[src/verilog/axi_rd_pkg.sv]
// AXI read subordinate shared widths, latency, burst and response codes and beat structs
`default_nettype none

package axi_rd_pkg;

    // ----------------------------------------
    // Widths
    // ----------------------------------------
    localparam int ADDR_W   = 32;
    localparam int DATA_W   = 32;
    localparam int BYTE_CNT = DATA_W / 8;
    localparam int BYTE_W   = $clog2(BYTE_CNT);
    localparam int ID_W     = 4;
    localparam int LEN_W    = 8;
    localparam int SIZE_W   = 3;

    // Cycles from an accepted component request to its rdata
    localparam int COMP_LAT   = 2;
    // One skid stage per in-flight beat plus the one issued as room falls
    localparam int SKID_DEPTH = COMP_LAT + 1;

    // ----------------------------------------
    // AXI encodings
    // ----------------------------------------
    typedef enum logic [1:0] {
        BURST_FIXED = 2'b00,
        BURST_INCR  = 2'b01,
        BURST_WRAP  = 2'b10,
        BURST_RSVD  = 2'b11
    } burst_e;

    typedef enum logic [1:0] {
        RESP_OKAY   = 2'b00,
        RESP_EXOKAY = 2'b01,
        RESP_SLVERR = 2'b10,
        RESP_DECERR = 2'b11
    } resp_e;

    // ----------------------------------------
    // Channel and pipeline payloads
    // ----------------------------------------
    // AR channel request, 49 bits
    typedef struct packed {
        logic [ADDR_W-1:0] addr;
        burst_e            burst;
        logic [SIZE_W-1:0] size;
        logic [LEN_W-1:0]  len;
        logic [ID_W-1:0]   id;
    } ar_req_t;

    // One beat toward the component, byte address, 37 bits
    typedef struct packed {
        logic [ADDR_W-1:0] addr;
        logic [ID_W-1:0]   id;
        logic              last;
    } comp_req_t;

    // Context riding alongside the component latency
    typedef struct packed {
        logic [ID_W-1:0] id;
        logic            last;
    } beat_ctx_t;

    // R channel beat, 39 bits
    typedef struct packed {
        logic [DATA_W-1:0] data;
        logic [ID_W-1:0]   id;
        resp_e             resp;
        logic              last;
    } r_beat_t;

endpackage

`default_nettype wire

[src/verilog/axi_rd_next_addr.sv]
// Next beat byte address for FIXED, INCR and WRAP bursts
`timescale 1ns/1ps
`default_nettype none

module axi_rd_next_addr import axi_rd_pkg::*; (
    input  wire [ADDR_W-1:0] i_addr,
    input  wire [SIZE_W-1:0] i_size,
    input  wire burst_e      i_burst,
    input  wire [LEN_W-1:0]  i_len,
    output logic [ADDR_W-1:0] o_next_addr
);

    // Bytes per beat and the mask of bits inside one beat
    logic [ADDR_W-1:0] size_bytes;
    logic [ADDR_W-1:0] size_mask;
    // Current address aligned down to the beat size
    logic [ADDR_W-1:0] aligned_addr;
    logic [ADDR_W-1:0] incr_addr;
    // Bits that move inside the wrap window
    logic [ADDR_W-1:0] wrap_mask;

    always_comb begin
        size_bytes   = ADDR_W'(1) << i_size;
        size_mask    = size_bytes - ADDR_W'(1);
        aligned_addr = i_addr & ~size_mask;
        incr_addr    = aligned_addr + size_bytes;
        // Wrap window is (len + 1) beats, a power of two for legal WRAP
        wrap_mask    = ((ADDR_W'(i_len) + ADDR_W'(1)) << i_size) - ADDR_W'(1);
    end

    // ----------------------------------------
    // Burst type select
    // ----------------------------------------
    always_comb begin
        unique case (i_burst)
            BURST_INCR: begin
                o_next_addr = incr_addr;
            end
            BURST_WRAP: begin
                // Upper bits frozen, lower bits roll over at the boundary
                o_next_addr = (aligned_addr & ~wrap_mask) | (incr_addr & wrap_mask);
            end
            default: begin
                // FIXED, and reserved treated as FIXED
                o_next_addr = i_addr;
            end
        endcase
    end

endmodule

`default_nettype wire

[src/verilog/axi_rd_decode.sv]
// AR request capture, burst address stepping and beat down-counter
`timescale 1ns/1ps
`default_nettype none

module axi_rd_decode import axi_rd_pkg::*; (
    input  wire         clk,
    input  wire         rst_n,

    // AR channel
    input  wire         i_arvalid,
    output logic        o_arready,
    input  wire ar_req_t i_ar,

    // Beat handshake with execute
    input  wire         i_beat_accept,
    output logic        o_req_active,
    output comp_req_t   o_req
);

    // Burst context of the active burst
    ar_req_t            ctx_q;
    // Beats left after the current one
    logic [LEN_W-1:0]   cnt_q;
    logic               active_q;
    logic [ADDR_W-1:0]  next_addr;
    logic               ar_hs;
    logic               final_beat;

    // ----------------------------------------
    // AR acceptance
    // ----------------------------------------
    // Final accept frees the context, so a new AR overlaps it
    assign final_beat = i_beat_accept && o_req.last;
    assign o_arready  = !active_q || final_beat;
    assign ar_hs      = i_arvalid && o_arready;

    always_ff @(posedge clk or negedge rst_n) begin
        if (!rst_n) begin
            active_q <= 1'b0;
            cnt_q    <= '0;
        end else if (ar_hs) begin
            active_q <= 1'b1;
            cnt_q    <= i_ar.len;
        end else if (i_beat_accept) begin
            // Drops after the last request, data may still be in flight
            active_q <= !final_beat;
            // Hold at zero once the burst is done
            cnt_q    <= (cnt_q != '0) ? cnt_q - LEN_W'(1) : cnt_q;
        end
    end

    // Context payload, qualified by active_q
    always_ff @(posedge clk) begin
        if (ar_hs) begin
            ctx_q <= i_ar;
        end else if (i_beat_accept) begin
            ctx_q.addr <= next_addr;
        end
    end

    // ----------------------------------------
    // Address stepping
    // ----------------------------------------
    // Full byte address kept so narrow bursts step correctly
    axi_rd_next_addr u_next_addr (
        .i_addr      (ctx_q.addr),
        .i_size      (ctx_q.size),
        .i_burst     (ctx_q.burst),
        .i_len       (ctx_q.len),
        .o_next_addr (next_addr)
    );

    assign o_req_active = active_q;
    assign o_req.addr   = ctx_q.addr;
    assign o_req.id     = ctx_q.id;
    assign o_req.last   = (cnt_q == '0);

    // Master must keep a stalled AR request valid and unchanged
    ar_held_while_stalled: assert property (
        @(posedge clk) disable iff (!rst_n)
        (i_arvalid && !o_arready) |=> (i_arvalid && $stable(i_ar))
    );

endmodule

`default_nettype wire

[src/verilog/axi_rd_execute.sv]
// Component request strobe and beat context pipeline across the component latency
`timescale 1ns/1ps
`default_nettype none

module axi_rd_execute import axi_rd_pkg::*; (
    input  wire              clk,
    input  wire              rst_n,

    // From decode
    input  wire              i_req_active,
    input  wire comp_req_t   i_req,
    // Result chain empty
    input  wire              i_room,
    output logic             o_beat_accept,

    // Component request side
    output logic             o_comp_dv,
    output logic [ADDR_W-1:0] o_comp_addr,
    output logic [ID_W-1:0]  o_comp_id,
    output logic             o_comp_last,
    input  wire              i_comp_hld,

    // Toward result in step with returned rdata
    output logic             o_ret_valid,
    output beat_ctx_t        o_ret_ctx
);

    logic [COMP_LAT-1:0] vld_q;
    beat_ctx_t           ctx_q [COMP_LAT];

    // ----------------------------------------
    // Component request
    // ----------------------------------------
    // Issue only when every skid stage can take a beat
    assign o_comp_dv     = i_req_active && i_room;
    assign o_beat_accept = o_comp_dv && !i_comp_hld;
    // Word aligned address to component
    assign o_comp_addr   = {i_req.addr[ADDR_W-1:BYTE_W], BYTE_W'(0)};
    assign o_comp_id     = i_req.id;
    assign o_comp_last   = i_req.last;

    // ----------------------------------------
    // Latency pipeline
    // ----------------------------------------
    always_ff @(posedge clk or negedge rst_n) begin
        if (!rst_n) begin
            vld_q <= '0;
        end else begin
            vld_q[0] <= o_beat_accept;
            for (int i = 1; i < COMP_LAT; i++) begin
                vld_q[i] <= vld_q[i-1];
            end
        end
    end

    // Beat context, qualified by vld_q
    always_ff @(posedge clk) begin
        ctx_q[0].id   <= i_req.id;
        ctx_q[0].last <= i_req.last;
        for (int i = 1; i < COMP_LAT; i++) begin
            ctx_q[i] <= ctx_q[i-1];
        end
    end

    assign o_ret_valid = vld_q[COMP_LAT-1];
    assign o_ret_ctx   = ctx_q[COMP_LAT-1];

endmodule

`default_nettype wire

[src/verilog/axi_rd_skid_buffer.sv]
// One-entry pass-through skid buffer for an R beat
`timescale 1ns/1ps
`default_nettype none

module axi_rd_skid_buffer import axi_rd_pkg::*; (
    input  wire          clk,
    input  wire          rst_n,

    // Upstream
    input  wire          i_valid,
    output logic         o_ready,
    input  wire r_beat_t i_beat,

    // Downstream
    output logic         o_valid,
    input  wire          i_ready,
    output r_beat_t      o_beat
);

    // Stored beat flag and storage
    logic    full_q;
    r_beat_t beat_q;

    // ----------------------------------------
    // Occupancy
    // ----------------------------------------
    always_ff @(posedge clk or negedge rst_n) begin
        if (!rst_n) begin
            full_q <= 1'b0;
        end else if (!full_q && i_valid && !i_ready) begin
            // Downstream stalled, keep the beat
            full_q <= 1'b1;
        end else if (full_q && i_ready) begin
            // Stored beat leaves
            full_q <= 1'b0;
        end
    end

    // Capture only on entering the full state
    always_ff @(posedge clk) begin
        if (!full_q && i_valid && !i_ready) begin
            beat_q <= i_beat;
        end
    end

    // ----------------------------------------
    // Outputs
    // ----------------------------------------
    // No new beat while one is held
    assign o_ready = !full_q;
    // Stored beat takes priority, else pass straight through
    assign o_valid = full_q || i_valid;
    assign o_beat  = full_q ? beat_q : i_beat;

    // A stalled beat stays offered and unchanged
    valid_held_while_stalled: assert property (
        @(posedge clk) disable iff (!rst_n)
        (o_valid && !i_ready) |=> (o_valid && $stable(o_beat))
    );

endmodule

`default_nettype wire

[src/verilog/axi_rd_result.sv]
// R beat formation and skid chain that absorbs R back-pressure
`timescale 1ns/1ps
`default_nettype none

module axi_rd_result import axi_rd_pkg::*; (
    input  wire              clk,
    input  wire              rst_n,

    // Returned beat from execute and the component
    input  wire              i_ret_valid,
    input  wire beat_ctx_t   i_ret_ctx,
    input  wire [DATA_W-1:0] i_comp_rdata,
    input  wire              i_comp_err,
    output logic             o_room,

    // R channel
    output logic             o_rvalid,
    input  wire              i_rready,
    output r_beat_t          o_r
);

    // Index 0 is the chain input, SKID_DEPTH is the R channel
    logic    [SKID_DEPTH:0] vld;
    logic    [SKID_DEPTH:0] rdy;
    r_beat_t [SKID_DEPTH:0] beat;

    // ----------------------------------------
    // Beat formation
    // ----------------------------------------
    assign vld[0]       = i_ret_valid;
    assign beat[0].data = i_comp_rdata;
    assign beat[0].id   = i_ret_ctx.id;
    assign beat[0].resp = i_comp_err ? RESP_SLVERR : RESP_OKAY;
    assign beat[0].last = i_ret_ctx.last;

    // Skid chain, last stage fills first under a stall
    for (genvar g = 0; g < SKID_DEPTH; g++) begin : g_skid
        axi_rd_skid_buffer u_skid (
            .clk     (clk),
            .rst_n   (rst_n),
            .i_valid (vld[g]),
            .o_ready (rdy[g]),
            .i_beat  (beat[g]),
            .o_valid (vld[g+1]),
            .i_ready (rdy[g+1]),
            .o_beat  (beat[g+1])
        );
    end

    assign rdy[SKID_DEPTH] = i_rready;
    assign o_rvalid        = vld[SKID_DEPTH];
    assign o_r             = beat[SKID_DEPTH];
    // Room only when every stage is empty
    assign o_room          = &rdy[SKID_DEPTH-1:0];

    // Issue gating upstream must keep the first stage free for returns
    no_return_into_full: assert property (
        @(posedge clk) disable iff (!rst_n)
        i_ret_valid |-> rdy[0]
    );

endmodule

`default_nettype wire

[src/verilog/axi_rd_sub.sv]
// AXI read subordinate top connecting decode, execute and result
`timescale 1ns/1ps
`default_nettype none

module axi_rd_sub import axi_rd_pkg::*; (
    input  wire               clk,
    input  wire               rst_n,

    // AR channel
    input  wire               i_arvalid,
    output logic              o_arready,
    input  wire ar_req_t      i_ar,

    // R channel
    output logic              o_rvalid,
    input  wire               i_rready,
    output r_beat_t           o_r,

    // Component interface
    output logic              o_comp_dv,
    output logic [ADDR_W-1:0] o_comp_addr,
    output logic [ID_W-1:0]   o_comp_id,
    output logic              o_comp_last,
    input  wire               i_comp_hld,
    input  wire [DATA_W-1:0]  i_comp_rdata,
    input  wire               i_comp_err
);

    // ----------------------------------------
    // Internal strobes
    // ----------------------------------------
    logic      req_active;
    comp_req_t req;
    logic      beat_accept;
    logic      room;
    logic      ret_valid;
    beat_ctx_t ret_ctx;

    axi_rd_decode u_decode (
        .clk           (clk),
        .rst_n         (rst_n),
        .i_arvalid     (i_arvalid),
        .o_arready     (o_arready),
        .i_ar          (i_ar),
        .i_beat_accept (beat_accept),
        .o_req_active  (req_active),
        .o_req         (req)
    );

    axi_rd_execute u_execute (
        .clk           (clk),
        .rst_n         (rst_n),
        .i_req_active  (req_active),
        .i_req         (req),
        .i_room        (room),
        .o_beat_accept (beat_accept),
        .o_comp_dv     (o_comp_dv),
        .o_comp_addr   (o_comp_addr),
        .o_comp_id     (o_comp_id),
        .o_comp_last   (o_comp_last),
        .i_comp_hld    (i_comp_hld),
        .o_ret_valid   (ret_valid),
        .o_ret_ctx     (ret_ctx)
    );

    axi_rd_result u_result (
        .clk          (clk),
        .rst_n        (rst_n),
        .i_ret_valid  (ret_valid),
        .i_ret_ctx    (ret_ctx),
        .i_comp_rdata (i_comp_rdata),
        .i_comp_err   (i_comp_err),
        .o_room       (room),
        .o_rvalid     (o_rvalid),
        .i_rready     (i_rready),
        .o_r          (o_r)
    );

endmodule

`default_nettype wire

[config.mk]
export PLATFORM = sky130hd
export DESIGN_NAME = axi_rd_sub
export DESIGN_NICKNAME = d
export VERILOG_FILES = /design/src/verilog/axi_rd_pkg.sv /design/src/verilog/axi_rd_next_addr.sv /design/src/verilog/axi_rd_decode.sv /design/src/verilog/axi_rd_execute.sv /design/src/verilog/axi_rd_skid_buffer.sv /design/src/verilog/axi_rd_result.sv /design/src/verilog/axi_rd_sub.sv
export SDC_FILE = /design/constraint.sdc
export NUM_CORES = 1
export LEC_CHECK = 0
export BUFFER_PORTS_ARGS = -buffer_cell sky130_fd_sc_hd__buf_2
export CAP_MARGIN = 25
export CORE_MARGIN = 2
export CORE_UTILIZATION = 31
export CTS_BUF_LIST = sky130_fd_sc_hd__clkbuf_8
export DETAILED_ROUTE_END_ITERATION = 10
export HOLD_SLACK_MARGIN = 0.08
export PLACE_DENSITY_LB_ADDON = 0.3
export SKIP_CTS_REPAIR_TIMING = 1
export SYNTH_ARGS = -nofsm -noshare
export SYNTH_HDL_FRONTEND = slang
export SYNTH_HIERARCHICAL = 1
export SYNTH_SLANG_ARGS = --single-unit
export TNS_END_PERCENT = 20
[constraint.sdc]
create_clock -name clk -period 4.6 [get_ports clk]
set_clock_uncertainty 0.1 [all_clocks]
set_input_delay 0.23 -clock clk [delete_from_list [all_inputs] [get_ports clk]]
set_output_delay 0.23 -clock clk [all_outputs]
set_load 0.01 [all_outputs]
==> impl_metrics.toml <==
[global_routing]
grt_max_degree = 43
grt-ovfl-total = 0
grt_pass1_vias = 7935
antenna_found_initial = 0
track_usage_pct = 14.2
grt_pass1_wl_um = 45300

[synth]
syn_area_um2 = 12300
syn-instance-count = 998
yosysWarnings = 6
syn_avg_cell_area_um2 = 12.4

[clocking]
cts_max_level = 4
clockRootBuffer = "clkbuf_8"
cts_tree = "yes"
cts_sinks = 190
cts.reportedPaths.clkPinSlew_ns = 0.13
numCtsBuffers = 17
cts_buffer_depth = 2
clock_latency_ns = 0.52

[drt]
drtIter0Drc = 582
antenna_left = 0
route.detailed.drc = 0
wl_per_cell_um = 17.9
dr.pass1.iters = 4
dr_total_vias = 8531
viasPerCell = 5.01
routed_wl_um = 30500

[layout]
nets = 1261
fin_area_um2 = 14300
seqCellArea_um2 = 5540
areaGrowthSynthToFinish_pct = 15.6
insertedDiodeCount = 0
drive_above_1_share_pct = 36.7
fillCellCount = 3858
multi_input_area_um2 = 5650

[floorplanning]
io_pins = 166
die_x_um = 204
start_util_pct = 31.2
fp.dieH_um = 204
fp-row-count = 73
coreArea_um2 = 39500
dieArea_um2 = 41400

[timing]
rsz0062_at_grt = "no"
finalWorstPathRequiredPeriod_ns = 4.06
finalCritPeriodShare_pct = 88.2
timing.fmax_mhz = 246
worst_pin_slew_ns = 0.820
finalSetupViolCount = 0
fin_setup_tns_ns = 0
hold_viol = 0
slew_violations = 0
maxSlewHeadroom_pct = 45.3

[critical_path]
max_stage_delay_ns = 0.57
worstSetupStartpointType = "flip-flop"
cp_top_family = "compound AO/OA/AOI/OAI gates"
endpoint_kind = "flip-flop"
slowest_stage = "ha_1"
cp_cell_sequence = "ha_1 > and2_1 > o21a_1 > nor4_1 > o41ai_2 > nor2b_1 > nand4_2 > nor3_1 > ha_1 > a211oi_1 > a21oi_1 > o21ai_0 > o21ai_0 > mux2_4"
worstSetupPathType = "reg -> reg"
required_ns = 4.79
crit_buf_inv = 0
cp_max_fo = 13
cp.arrival_ns = 4.25

[placement]
hpwl_um = 21400
placed_area_um2 = 13000
gp_congestion = 0.893
port-buffer-count = 163

[outcome]
status = "complete, no violations"

[pwr]
total_power_mw = 6.70
powerDensity_nw_per_um2 = 470
ir_drop_mv = 0.195
p_leak_nw = 5.55

[run]
drv_cap = 0

[worst_hold_path]
hold_path.class = "reg -> reg"
-- state kept, by name, summed over array words and instances (netlist names) --
signal,count
u_decode/o_req_active,1
u_execute/vld_q,2
u_decode/o_req,36
u_result/g_skid.u_skid/full_q,3
u_decode/cnt_q,8
u_decode/ctx_q,13
u_execute/ctx_q,10
u_result/g_skid.u_skid/beat_q,117
-- where the power goes --
part / switching, mW / total, mW / internal (mW)
Clock: 0.748 / 1.17 / 0.424
Combinational: 1.43 / 2.82 / 1.39
Sequential: 0.307 / 2.70 / 2.39
Total: 2.49 / 6.70 / 4.21
-- layout make-up --
class / count / share of cell area (%)
clock buffers: 17 / 1.64
clock inverters: 15 / 1.26
inverters: 27 / 0.711
multi-input cells: 650 / 39.6
flip-flops and latches: 190 / 38.8
well taps: 525 / 4.61
repair buffers: 278 / 13.3
-- per-layer routing --
layer / share of wire [%] / global-route usage, % / up-vias
li1: - / - / 4041
met1: 46 / 18.8 / 4213
met2: 47 / 22.7 / 229
met3: 4.3 / 2.76 / 48
met4: 2.7 / 6.07 / 0
met5: 0 / 0 / -
-- cells in the final DEF, fill, tap and decap left out, drive strengths merged, types with 17 or more instances in the layout --
master / n
buf: 190
edfxtp: 166
mux2: 159
dlygate4sd3: 88
nor2: 53
nand2: 47
a21oi: 41
o21ai: 38
inv: 35
nand3: 25
nor3: 24
clkbuf: 17
-- stage by stage --
step	cells	utilization, %	setup slack (ns)	hold WS (ns)
final	1702	36.1	0.541	0.240
after global routing	1702	36.1	0.276	0.246
after CTS	1614	33.8	0.599	-0.550
after detailed placement	1582	32.8	0.588	0.0558
after global placement	1582	32.8	0.614	0.0574
after floorplan	1000	-	0.281	-0.166
-- worst paths after layout --
path | startpoint | end | slack (ns) | depth (start not counted)
max | u_decode/ctx_q[5] | u_decode/o_req[20] | 0.54 | 14
min | u_execute/ctx_q[0][4] | u_execute/ctx_q[0][9] | 0.24 | 0
max reg2reg | u_decode/ctx_q[5] | u_decode/o_req[20] | 0.54 | 14
min reg2reg | u_execute/ctx_q[0][4] | u_execute/ctx_q[0][9] | 0.24 | 0
max in group asynchronous | rst_n | u_result/g_skid[2].u_skid/full_q | 2.76 | 4
min in group asynchronous | rst_n | u_decode/o_req_active | 0.52 | 3
Note: power is estimated with default switching activity, not from simulation.
